File: config.mk
export PLATFORM = sky130hd
export DESIGN_NAME = scoreboard_top
export DESIGN_NICKNAME = d
export VERILOG_FILES = /design/src/sb_pkg.sv /design/src/sb_status_if.sv /design/src/issue_unit.sv /design/src/scoreboard_table.sv /design/src/operand_select.sv /design/src/retire_select.sv /design/src/scoreboard_top.sv
export SDC_FILE = /design/constraint.sdc
export NUM_CORES = 1
export LEC_CHECK = 0
export BUFFER_PORTS_ARGS = -buffer_cell sky130_fd_sc_hd__buf_2
export CORE_MARGIN = 1.5
export CORE_UTILIZATION = 46
export CTS_CLUSTER_DIAMETER = 30
export CTS_CLUSTER_SIZE = 28
export DETAILED_ROUTE_END_ITERATION = 12
export GPL_TIMING_DRIVEN = 0
export PLACE_DENSITY_LB_ADDON = 0.25
export SLEW_MARGIN = 20
export SYNTH_ARGS = -nofsm -noshare
export SYNTH_HDL_FRONTEND = slang
export SYNTH_SLANG_ARGS = --single-unit
File: constraint.sdc
create_clock -name clk -period 6.9 [get_ports clk]
set_input_delay 1.38 -clock clk [delete_from_list [all_inputs] [get_ports clk]]
set_output_delay 1.38 -clock clk [all_outputs]
set_load 0.005 [all_outputs]
File: src/sb_pkg.sv
package sb_pkg;

    localparam int NUM_FU = 4;

    typedef logic [4:0] reg_idx_t;
    typedef logic [$clog2(NUM_FU)-1:0] fu_idx_t;

    typedef enum logic [2:0] {
        FU_NONE = 3'd0,
        FU_ALU  = 3'd1,
        FU_MEM  = 3'd2,
        FU_MUL  = 3'd3,
        FU_DIV  = 3'd4
    } fu_e;

    // Index 0 wins arbitration.
    localparam fu_e FU_OF_IDX [NUM_FU] = '{FU_ALU, FU_MEM, FU_MUL, FU_DIV};

    typedef enum logic [6:0] {
        OPC_LOAD   = 7'b0000011,
        OPC_OP_IMM = 7'b0010011,
        OPC_AUIPC  = 7'b0010111,
        OPC_STORE  = 7'b0100011,
        OPC_OP     = 7'b0110011,
        OPC_LUI    = 7'b0110111
    } opcode_e;

    typedef enum logic [5:0] {
        OP_NONE,
        OP_ADD, OP_SUB, OP_AND, OP_OR, OP_XOR,
        OP_SLL, OP_SRL, OP_SRA, OP_SLT, OP_SLTU,
        OP_ADDI, OP_ANDI, OP_ORI, OP_XORI,
        OP_SLLI, OP_SRLI, OP_SRAI, OP_SLTI, OP_SLTIU,
        OP_LUI, OP_AUIPC,
        OP_LB, OP_LH, OP_LW, OP_LBU, OP_LHU,
        OP_SB, OP_SH, OP_SW,
        OP_MUL, OP_MULH, OP_MULHSU, OP_MULHU,
        OP_DIV, OP_DIVU, OP_REM, OP_REMU
    } op_e;

endpackage

File: src/sb_status_if.sv
`timescale 1ns/100ps

interface sb_status_if #(
    parameter int REG_COUNT = 32
);
    import sb_pkg::*;

    logic [NUM_FU-1:0] busy;
    op_e               op [NUM_FU];
    reg_idx_t          dst [NUM_FU];
    reg_idx_t          src1 [NUM_FU];
    reg_idx_t          src2 [NUM_FU];
    fu_e               prod1 [NUM_FU];          // Pending producer of src1.
    fu_e               prod2 [NUM_FU];
    logic [NUM_FU-1:0] rdy1;
    logic [NUM_FU-1:0] rdy2;
    logic [NUM_FU-1:0] done;
    fu_e               reg_status [REG_COUNT];  // Pending writer per register.

    modport tbl (
        output busy, op, dst, src1, src2, prod1, prod2, rdy1, rdy2, done, reg_status
    );

    modport reader (
        input busy, op, dst, src1, src2, prod1, prod2, rdy1, rdy2, done, reg_status
    );

endinterface

File: src/issue_unit.sv
`timescale 1ns/100ps

module issue_unit #(
    parameter int REG_COUNT = 32
) (
    input  logic             inst_valid,
    input  logic [31:0]      inst,
    sb_status_if.reader      st,
    output logic             inst_ready,
    output logic             issue_fire,
    output sb_pkg::fu_e      issue_fu,
    output sb_pkg::op_e      issue_op,
    output sb_pkg::reg_idx_t issue_dst,
    output sb_pkg::reg_idx_t issue_src1,
    output sb_pkg::reg_idx_t issue_src2
);
    import sb_pkg::*;

    logic [6:0] funct7;
    logic [2:0] funct3;
    opcode_e    opc;
    fu_e        dec_fu;
    op_e        dec_op;
    logic       use_rd;
    logic       use_rs1;
    logic       use_rs2;
    reg_idx_t   rd;
    reg_idx_t   rs1;
    reg_idx_t   rs2;
    logic       regs_ok;
    logic       legal;
    logic       unit_busy;
    logic       waw;

    assign funct7 = inst[31:25];
    assign funct3 = inst[14:12];
    assign opc    = opcode_e'(inst[6:0]);

    always_comb begin
        dec_fu  = FU_NONE;
        dec_op  = OP_NONE;
        use_rd  = 1'b0;
        use_rs1 = 1'b0;
        use_rs2 = 1'b0;
        case (opc)
            OPC_OP: begin
                use_rd  = 1'b1;
                use_rs1 = 1'b1;
                use_rs2 = 1'b1;
                if (funct7 == 7'h01) begin
                    dec_fu = funct3[2] ? FU_DIV : FU_MUL;
                    case (funct3)
                        3'd0: dec_op = OP_MUL;
                        3'd1: dec_op = OP_MULH;
                        3'd2: dec_op = OP_MULHSU;
                        3'd3: dec_op = OP_MULHU;
                        3'd4: dec_op = OP_DIV;
                        3'd5: dec_op = OP_DIVU;
                        3'd6: dec_op = OP_REM;
                        default: dec_op = OP_REMU;
                    endcase
                end else if (funct7 == 7'h00) begin
                    dec_fu = FU_ALU;
                    case (funct3)
                        3'd0: dec_op = OP_ADD;
                        3'd1: dec_op = OP_SLL;
                        3'd2: dec_op = OP_SLT;
                        3'd3: dec_op = OP_SLTU;
                        3'd4: dec_op = OP_XOR;
                        3'd5: dec_op = OP_SRL;
                        3'd6: dec_op = OP_OR;
                        default: dec_op = OP_AND;
                    endcase
                end else if (funct7 == 7'h20) begin
                    dec_fu = FU_ALU;
                    if (funct3 == 3'd0) dec_op = OP_SUB;
                    if (funct3 == 3'd5) dec_op = OP_SRA;
                end
            end
            OPC_OP_IMM: begin
                use_rd  = 1'b1;
                use_rs1 = 1'b1;
                dec_fu  = FU_ALU;
                case (funct3)
                    3'd0: dec_op = OP_ADDI;
                    3'd2: dec_op = OP_SLTI;
                    3'd3: dec_op = OP_SLTIU;
                    3'd4: dec_op = OP_XORI;
                    3'd6: dec_op = OP_ORI;
                    3'd7: dec_op = OP_ANDI;
                    3'd1: dec_op = (funct7 == 7'h00) ? OP_SLLI : OP_NONE;
                    default: begin
                        if (funct7 == 7'h00) dec_op = OP_SRLI;
                        if (funct7 == 7'h20) dec_op = OP_SRAI;
                    end
                endcase
            end
            OPC_LOAD: begin
                use_rd  = 1'b1;
                use_rs1 = 1'b1;
                dec_fu  = FU_MEM;
                case (funct3)
                    3'd0: dec_op = OP_LB;
                    3'd1: dec_op = OP_LH;
                    3'd2: dec_op = OP_LW;
                    3'd4: dec_op = OP_LBU;
                    3'd5: dec_op = OP_LHU;
                    default: dec_op = OP_NONE;
                endcase
            end
            OPC_STORE: begin
                use_rs1 = 1'b1;
                use_rs2 = 1'b1;
                dec_fu  = FU_MEM;
                case (funct3)
                    3'd0: dec_op = OP_SB;
                    3'd1: dec_op = OP_SH;
                    3'd2: dec_op = OP_SW;
                    default: dec_op = OP_NONE;
                endcase
            end
            OPC_LUI: begin
                use_rd = 1'b1;
                dec_fu = FU_ALU;
                dec_op = OP_LUI;
            end
            OPC_AUIPC: begin
                use_rd = 1'b1;
                dec_fu = FU_ALU;
                dec_op = OP_AUIPC;
            end
            default: ;
        endcase
        if (dec_op == OP_NONE) dec_fu = FU_NONE;  // Unknown funct field.
    end

    assign rd  = use_rd  ? inst[11:7]  : '0;
    assign rs1 = use_rs1 ? inst[19:15] : '0;
    assign rs2 = use_rs2 ? inst[24:20] : '0;

    // RV32E style parts reject the upper registers.
    assign regs_ok = (int'(rd) < REG_COUNT) && (int'(rs1) < REG_COUNT) &&
                     (int'(rs2) < REG_COUNT);
    assign legal   = (dec_fu != FU_NONE) && regs_ok;

    assign issue_fu   = legal ? dec_fu : FU_NONE;
    assign issue_op   = legal ? dec_op : OP_NONE;
    assign issue_dst  = legal ? rd  : '0;
    assign issue_src1 = legal ? rs1 : '0;
    assign issue_src2 = legal ? rs2 : '0;

    always_comb begin
        unit_busy = 1'b0;
        for (int i = 0; i < NUM_FU; i++) begin
            if (FU_OF_IDX[i] == issue_fu && st.busy[i]) unit_busy = 1'b1;
        end
    end

    assign waw        = (issue_dst != '0) && (st.reg_status[issue_dst] != FU_NONE);
    assign inst_ready = !(unit_busy || waw);
    assign issue_fire = inst_valid && inst_ready;

endmodule

File: src/scoreboard_table.sv
`timescale 1ns/100ps

module scoreboard_table #(
    parameter int REG_COUNT = 32
) (
    input  logic                      clk,
    input  logic                      rst,
    input  logic                      issue_fire,
    input  sb_pkg::fu_e               issue_fu,
    input  sb_pkg::op_e               issue_op,
    input  sb_pkg::reg_idx_t          issue_dst,
    input  sb_pkg::reg_idx_t          issue_src1,
    input  sb_pkg::reg_idx_t          issue_src2,
    input  logic                      ro_fire,
    input  sb_pkg::fu_e               ro_fu,
    input  logic [sb_pkg::NUM_FU-1:0] fu_done,
    input  logic                      wb_fire,
    input  sb_pkg::fu_e               wb_fu,
    sb_status_if.tbl                  st
);
    import sb_pkg::*;

    fu_e p1;
    fu_e p2;

    // A producer retiring on the issue edge no longer counts.
    always_comb begin
        p1 = st.reg_status[issue_src1];
        p2 = st.reg_status[issue_src2];
        if (wb_fire && p1 == wb_fu) p1 = FU_NONE;
        if (wb_fire && p2 == wb_fu) p2 = FU_NONE;
    end

    always_ff @(posedge clk or posedge rst) begin
        if (rst) begin
            for (int i = 0; i < NUM_FU; i++) begin
                st.busy[i]  <= 1'b0;
                st.done[i]  <= 1'b0;
                st.rdy1[i]  <= 1'b0;
                st.rdy2[i]  <= 1'b0;
                st.prod1[i] <= FU_NONE;
                st.prod2[i] <= FU_NONE;
            end
            for (int r = 0; r < REG_COUNT; r++) begin
                st.reg_status[r] <= FU_NONE;
            end
        end else begin
            for (int i = 0; i < NUM_FU; i++) begin
                if (fu_done[i]) st.done[i] <= 1'b1;
                if (ro_fire && ro_fu == FU_OF_IDX[i]) begin
                    st.rdy1[i] <= 1'b0;  // Operands consumed.
                    st.rdy2[i] <= 1'b0;
                end
                if (wb_fire && st.prod1[i] == wb_fu) begin
                    st.prod1[i] <= FU_NONE;
                    st.rdy1[i]  <= 1'b1;
                end
                if (wb_fire && st.prod2[i] == wb_fu) begin
                    st.prod2[i] <= FU_NONE;
                    st.rdy2[i]  <= 1'b1;
                end
                if (wb_fire && wb_fu == FU_OF_IDX[i]) begin
                    st.busy[i] <= 1'b0;
                    st.done[i] <= 1'b0;
                    if (st.dst[i] != '0) st.reg_status[st.dst[i]] <= FU_NONE;
                end
                if (issue_fire && issue_fu == FU_OF_IDX[i]) begin
                    st.busy[i]  <= 1'b1;
                    st.done[i]  <= 1'b0;
                    st.prod1[i] <= p1;
                    st.prod2[i] <= p2;
                    st.rdy1[i]  <= (p1 == FU_NONE);
                    st.rdy2[i]  <= (p2 == FU_NONE);
                end
            end
            // Illegal words arrive with a zero destination.
            if (issue_fire && issue_dst != '0) st.reg_status[issue_dst] <= issue_fu;
        end
    end

    always_ff @(posedge clk) begin
        for (int i = 0; i < NUM_FU; i++) begin
            if (issue_fire && issue_fu == FU_OF_IDX[i]) begin
                st.op[i]   <= issue_op;
                st.dst[i]  <= issue_dst;
                st.src1[i] <= issue_src1;
                st.src2[i] <= issue_src2;
            end
        end
    end

endmodule

File: src/operand_select.sv
`timescale 1ns/100ps

module operand_select (
    input  logic             clk,
    input  logic             rst,
    sb_status_if.reader      st,
    input  logic             ro_ready,
    output logic             ro_valid,
    output sb_pkg::fu_e      ro_fu,
    output sb_pkg::op_e      ro_op,
    output sb_pkg::reg_idx_t ro_rs1,
    output sb_pkg::reg_idx_t ro_rs2,
    output logic             ro_fire
);
    import sb_pkg::*;

    logic [NUM_FU-1:0] cand;
    logic              any_cand;
    fu_idx_t           pick;
    fu_idx_t           sel;
    logic              lock_valid;
    fu_idx_t           lock_idx;

    // Lowest index wins.
    always_comb begin
        any_cand = 1'b0;
        pick     = '0;
        for (int i = NUM_FU - 1; i >= 0; i--) begin
            cand[i] = st.busy[i] && st.rdy1[i] && st.rdy2[i];
            if (cand[i]) begin
                any_cand = 1'b1;
                pick     = fu_idx_t'(i);
            end
        end
    end

    assign sel      = lock_valid ? lock_idx : pick;  // Held while stalled.
    assign ro_valid = lock_valid || any_cand;
    assign ro_fu    = ro_valid ? FU_OF_IDX[sel] : FU_NONE;
    assign ro_op    = st.op[sel];
    assign ro_rs1   = st.src1[sel];
    assign ro_rs2   = st.src2[sel];
    assign ro_fire  = ro_valid && ro_ready;

    always_ff @(posedge clk or posedge rst) begin
        if (rst) begin
            lock_valid <= 1'b0;
            lock_idx   <= '0;
        end else begin
            lock_valid <= ro_valid && !ro_ready;
            lock_idx   <= sel;
        end
    end

endmodule

File: src/retire_select.sv
`timescale 1ns/100ps

module retire_select (
    input  logic             clk,
    input  logic             rst,
    sb_status_if.reader      st,
    input  logic             wb_ready,
    output logic             wb_valid,
    output sb_pkg::fu_e      wb_fu,
    output sb_pkg::reg_idx_t wb_rd,
    output logic             wb_fire
);
    import sb_pkg::*;

    logic [NUM_FU-1:0] war;
    logic [NUM_FU-1:0] cand;
    logic              any_cand;
    fu_idx_t           pick;
    fu_idx_t           sel;
    logic              lock_valid;
    fu_idx_t           lock_idx;

    // A source still flagged ready has not been read yet.
    always_comb begin
        for (int i = 0; i < NUM_FU; i++) begin
            war[i] = 1'b0;
            for (int j = 0; j < NUM_FU; j++) begin
                if (j != i && st.busy[j] && st.dst[i] != '0 &&
                    ((st.rdy1[j] && st.src1[j] == st.dst[i]) ||
                     (st.rdy2[j] && st.src2[j] == st.dst[i]))) begin
                    war[i] = 1'b1;
                end
            end
        end
    end

    always_comb begin
        any_cand = 1'b0;
        pick     = '0;
        for (int i = NUM_FU - 1; i >= 0; i--) begin
            cand[i] = st.busy[i] && st.done[i] && !war[i];
            if (cand[i]) begin
                any_cand = 1'b1;
                pick     = fu_idx_t'(i);
            end
        end
    end

    assign sel      = lock_valid ? lock_idx : pick;
    assign wb_valid = lock_valid || any_cand;
    assign wb_fu    = wb_valid ? FU_OF_IDX[sel] : FU_NONE;
    assign wb_rd    = st.dst[sel];
    assign wb_fire  = wb_valid && wb_ready;

    always_ff @(posedge clk or posedge rst) begin
        if (rst) begin
            lock_valid <= 1'b0;
            lock_idx   <= '0;
        end else begin
            lock_valid <= wb_valid && !wb_ready;
            lock_idx   <= sel;
        end
    end

endmodule

File: src/scoreboard_top.sv
`timescale 1ns/100ps

module scoreboard_top #(
    parameter int REG_COUNT = 32
) (
    input  logic                      clk,
    input  logic                      rst,
    input  logic                      inst_valid,
    input  logic [31:0]               inst,
    output logic                      inst_ready,
    output logic                      ro_valid,
    output sb_pkg::fu_e               ro_fu,
    output sb_pkg::op_e               ro_op,
    output sb_pkg::reg_idx_t          ro_rs1,
    output sb_pkg::reg_idx_t          ro_rs2,
    input  logic                      ro_ready,
    input  logic [sb_pkg::NUM_FU-1:0] fu_done,
    output logic                      wb_valid,
    output sb_pkg::fu_e               wb_fu,
    output sb_pkg::reg_idx_t          wb_rd,
    input  logic                      wb_ready
);
    import sb_pkg::*;

    logic     issue_fire;
    fu_e      issue_fu;
    op_e      issue_op;
    reg_idx_t issue_dst;
    reg_idx_t issue_src1;
    reg_idx_t issue_src2;
    logic     ro_fire;
    logic     wb_fire;

    sb_status_if #(.REG_COUNT(REG_COUNT)) st_if ();

    issue_unit #(.REG_COUNT(REG_COUNT)) u_issue (
        .inst_valid (inst_valid),
        .inst       (inst),
        .st         (st_if.reader),
        .inst_ready (inst_ready),
        .issue_fire (issue_fire),
        .issue_fu   (issue_fu),
        .issue_op   (issue_op),
        .issue_dst  (issue_dst),
        .issue_src1 (issue_src1),
        .issue_src2 (issue_src2)
    );

    scoreboard_table #(.REG_COUNT(REG_COUNT)) u_table (
        .clk        (clk),
        .rst        (rst),
        .issue_fire (issue_fire),
        .issue_fu   (issue_fu),
        .issue_op   (issue_op),
        .issue_dst  (issue_dst),
        .issue_src1 (issue_src1),
        .issue_src2 (issue_src2),
        .ro_fire    (ro_fire),
        .ro_fu      (ro_fu),
        .fu_done    (fu_done),
        .wb_fire    (wb_fire),
        .wb_fu      (wb_fu),
        .st         (st_if.tbl)
    );

    operand_select u_ro (
        .clk      (clk),
        .rst      (rst),
        .st       (st_if.reader),
        .ro_ready (ro_ready),
        .ro_valid (ro_valid),
        .ro_fu    (ro_fu),
        .ro_op    (ro_op),
        .ro_rs1   (ro_rs1),
        .ro_rs2   (ro_rs2),
        .ro_fire  (ro_fire)
    );

    retire_select u_wb (
        .clk      (clk),
        .rst      (rst),
        .st       (st_if.reader),
        .wb_ready (wb_ready),
        .wb_valid (wb_valid),
        .wb_fu    (wb_fu),
        .wb_rd    (wb_rd),
        .wb_fire  (wb_fire)
    );

endmodule

==> results.env <==
OUTCOME='completed'
FLOP2FLOP_SETUP_SLACK_NS=0.58
SYNTH_TOP_CELL_BY_AREA='dfrtp_1'
WORST_SETUP_PATH_END_KIND='output pin'
TIMING.FINAL.SETUP_VIOLATIONS=0
WORSTREG2REGSTART='u_table.st.dst[4]'
DR.PASS1.ITERS=8
POWER.DENSITY_CELL_AREA_nW_PER_UM2=290
DETAILEDROUTE.FIRSTITERATIONVIOLATIONS=1899
WORST_SETUP_HOLD_PATH_CLK_SLEW_NS=0.05
SYNTHESIS.NETS=1724
FIN_NETS=1848
HOLDCRITPATHCLASS='register to register'
WORST_R2R_ENDPOINT='u_table.st.reg_status[74]'
PLACEMENT_ROWS=66
WORST_HOLD_LAUNCH='u_table.st.prod2[6]'
ANTENNA_FOUND_INITIAL=1
DIE_BOUNDARY_HEIGHT_UM=186
YS.FLOP_TYPE='dfrtp_1'
TIMING.MAX_SLEW.REL_SLACK_PCT=19.8
NETLIST_AREA_UM2=15300
YOSYS-TOP-CELLS-COUNT='nand2_1, dfrtp_1, nor2_1, o21ai_0, xnor2_1'
POST_ROUTE_CELLS_DRIVE_ABOVE_1_SHARE_PCT=16.2
POST_DRT_WL_PER_CELL_UM=26.9
CRITICAL_PATH_PEAK_FANOUT=11
YOSYSMOSTFREQUENTCELL='nand2_1'
CATEGORY_OF_THE_WORST_SETUP_PATH_LAUNCH_POINT='register'
INITIAL_CORE_UTIL_PCT=46.9
ASYNCSETRESETFLOPFRACSYNTH_PCT=62.8
WORST-ENDPOINT-REQUIRED_NS=5.52
FINALWEIGHTEDCONGESTION=1.09
CTSHTREEMAXLEVEL=2
GRT_PASS1_VIAS=14689
POST-SYNTH-TOP-AREA-FRACTION_PCT=23.1
RSZ0062_AT_GRT='false'
CLOCK_SKEW_NS=0.0383
DIE_WIDTH_UM=186
AREA_DELTA_SYNTH_FINAL_PCT=18.7
WORST_SKEW_PAIR.LATE_LATENCY_NS=0.60
N_FILL_CELL=3027
SYNTH.YOSYS.WARNINGS=0
DR_DRC_COUNT=0
SYNTH_SEQ_CELLS=226
FIN_CRIT_NS=6.48
CTS.HOLD.BUFFERS_ADDED=0
SYNTH_ENABLE_FLOP_CELLS=84
MAXCAPVIOLCOUNT=0
POSTROUTEWIRELENGTH_UM=61600
ANTENNA_LEFT=0
POST_SYNTH.CELL_AREA_AVG_UM2=9.13
SEQ_AREA_FRAC_SYNTH_PCT=39.6
CTS-BUFFERS-INSERTED=56
CTS_SINKS=226
REPORT.FINAL.SLEW_VIOL_COUNT=0
GLOBALROUTE.TOTALOVERFLOW=0
WORSTREGTOREGCELLS=19
DETAILED_ROUTE_VIAS_PER_INSTANCE=6.59
HOLD_PATH_ENDPOINT='u_table.st.prod2[6]'
CELLLEAKAGEPOWER_nW=6.92
POSTSYNTHCELLCOUNT=1681
GRT_MAX_DEGREE=103
WORSTSETUPPATHTYPE='register to output pin'
GRT.TOTAL_USAGE_PCT=36.4
GRT_PASS1_WL_UM=92500
MIN_PATH_CELLS=2
CTS_ROOT_BUF='clkbuf_16'
IOPINCOUNT=71
TRITONCTS='yes'
MAX_SLEW.WORST_PIN.SLEW_NS=1.20
CTS.PATH.MAX_BUFFERS=3
POST-ROUTE-PERIOD-UTIL_PCT=93.9
FP.COREAREA_UM2=32700
POST-ROUTE-UTIL_PCT=55.7
MAX_FREQ_MHz=154
VIAS_AFTER_DETAILED_ROUTING=15116
FINAL.HOLD.WORST_SLACK_NS=0.500
SYNTH.LIB_CELLS_USED.DISTINCT=91
PORT_BUFFERS=60
TIMING.CRITICAL_PATH.ARRIVAL_NS=5.10
SYNTH.AREA.TOP_CELLS='dfrtp_1, edfxtp_1, xnor2_1'
DP_HPWL_UM=46100
REPORT.FINAL.HOLD_VIOL_COUNT=0
DIE_AREA_UM2=34500
IRDROPWORSTVDD_V=0.000192
[logic make-up after synthesis]
logic type | Yosys count | synth area share [%]
AO/OA/AOI/OAI | 438 | 19.6
multiplexers | 72 | 6.59
AND/OR/NAND/NOR | 609 | 20.3
XOR/XNOR | 153 | 8.73
buffers and inverters | 181 | 5.09
adder cells (fa/ha/maj) | 2 | 0.163
flip-flops | 226 | 39.6
[flip-flops by register name, summed over array words and instances (netlist names), 4 cells and up]
name,cells
u_table.st.done,4
u_table.st.rdy2,4
u_table.st.src2,20
u_table.st.reg_status,96
u_table.st.rdy1,4
u_table.st.prod2,12
u_table.st.op,24
u_table.st.src1,20
u_table.st.dst,20
u_table.st.busy,4
u_table.st.prod1,12
[report_power, final]
group	total, W	switching (W)	internal, W
registers	0.00152	0.0000764	0.00144
logic	0.00120	0.000762	0.000437
clock network	0.00257	0.000841	0.00173
total	0.00529	0.00168	0.00361
[routing by layer]
layer,wire (µm),GRT usage (%)
met1,23800,47.1
met2,26800,55.2
met3,6970,8.61
met4,4090,22.4
met5,0,0
[worst max path at each step]
| stage | start | cells after the start | endpoint |
|---|---|---|---|
| after floorplan | inst[13] | 14 | u_table.st.dst[5] |
| after global placement | inst[31] | 14 | u_table.st.src2[7] |
| after detailed placement | u_table.st.dst[2] | 18 | u_table.st.reg_status[74] |
| after CTS | u_table.st.dst[2] | 16 | wb_fu[1] |
| after global routing | u_table.st.dst[4] | 17 | wb_fu[1] |
| final | u_table.st.dst[4] | 17 | wb_fu[1] |
[critical path, stage by stage (launching register included)]
cell and delay [ns]:
edfxtp_1 0.33, clkbuf_1 0.37, buf_2 0.37, xor2_1 0.12, nor4_1 0.28, nand3_1 0.12
a21o_1 0.19, a32oi_1 0.39, nor2_1 0.09, a21o_1 0.17, a22o_1 0.27, clkbuf_1 0.26
ha_1 0.36, clkbuf_1 0.34, o21ai_0 0.30, clkbuf_2 0.32, inv_1 0.10, buf_2 0.11
[layout make-up]
| type | count | area, µm² | area share (%) |
|---|---|---|---|
| flip-flops and latches | 226 | 6080 | 33.4 |
| inverters | 63 | 244 | 1.34 |
| well taps | 442 | 553 | 3.04 |
| repair buffers | 67 | 362 | 1.99 |
| clock inverters | 32 | 377 | 2.07 |
| plain buffers | 117 | 544 | 2.99 |
| clock buffers | 71 | 1510 | 8.28 |
| diodes | 1 | 2.50 | 0.0137 |
| multi-input cells | 1274 | 8550 | 46.9 |
[layout by cell type, fill, tap and decap left out, types with 31 or more instances in the layout]
cell type,n
a211oi_1,45
a21oi_1,51
and2_1,31
buf_2,93
clkbuf_1,75
clkbuf_16,56
dfrtp_1,142
edfxtp_1,84
inv_1,60
mux2i_1,38
nand2_1,191
nand3_1,53
nor2_1,91
nor3_1,53
nor4_1,34
o21ai_0,89
o22ai_1,46
xnor2_1,86
xor2_1,67
[timing repair]
| action | 4_1_cts | 5_1_grt |
|---|---|---|
| cloned | 0 | 0 |
| hold endpoints to repair | 0 | 0 |
| setup buffers | 0 | 0 |
| setup endpoints to repair | 1 | 4 |
| gates resized for setup | 1 | 6 |
[stage by stage]
| step | setup slack [ns] | cell area (µm²) | TNS, ns | std cells | power [W] |
|---|---|---|---|---|---|
| after floorplan | 1.15 | 15300 | 0 | 1681 | 0.00228 |
| after global placement | -0.510 | 16200 | -10.94 | 2183 | 0.00268 |
| after detailed placement | 0.178 | 16300 | 0 | 2190 | 0.00270 |
| after CTS | 0.114 | 18200 | 0 | 2293 | 0.00528 |
| after global routing | 0.0290 | 18200 | 0 | 2293 | 0.00551 |
| final | 0.422 | 18200 | 0 | 2293 | 0.00529 |
Power figures use the tool's default switching activity.
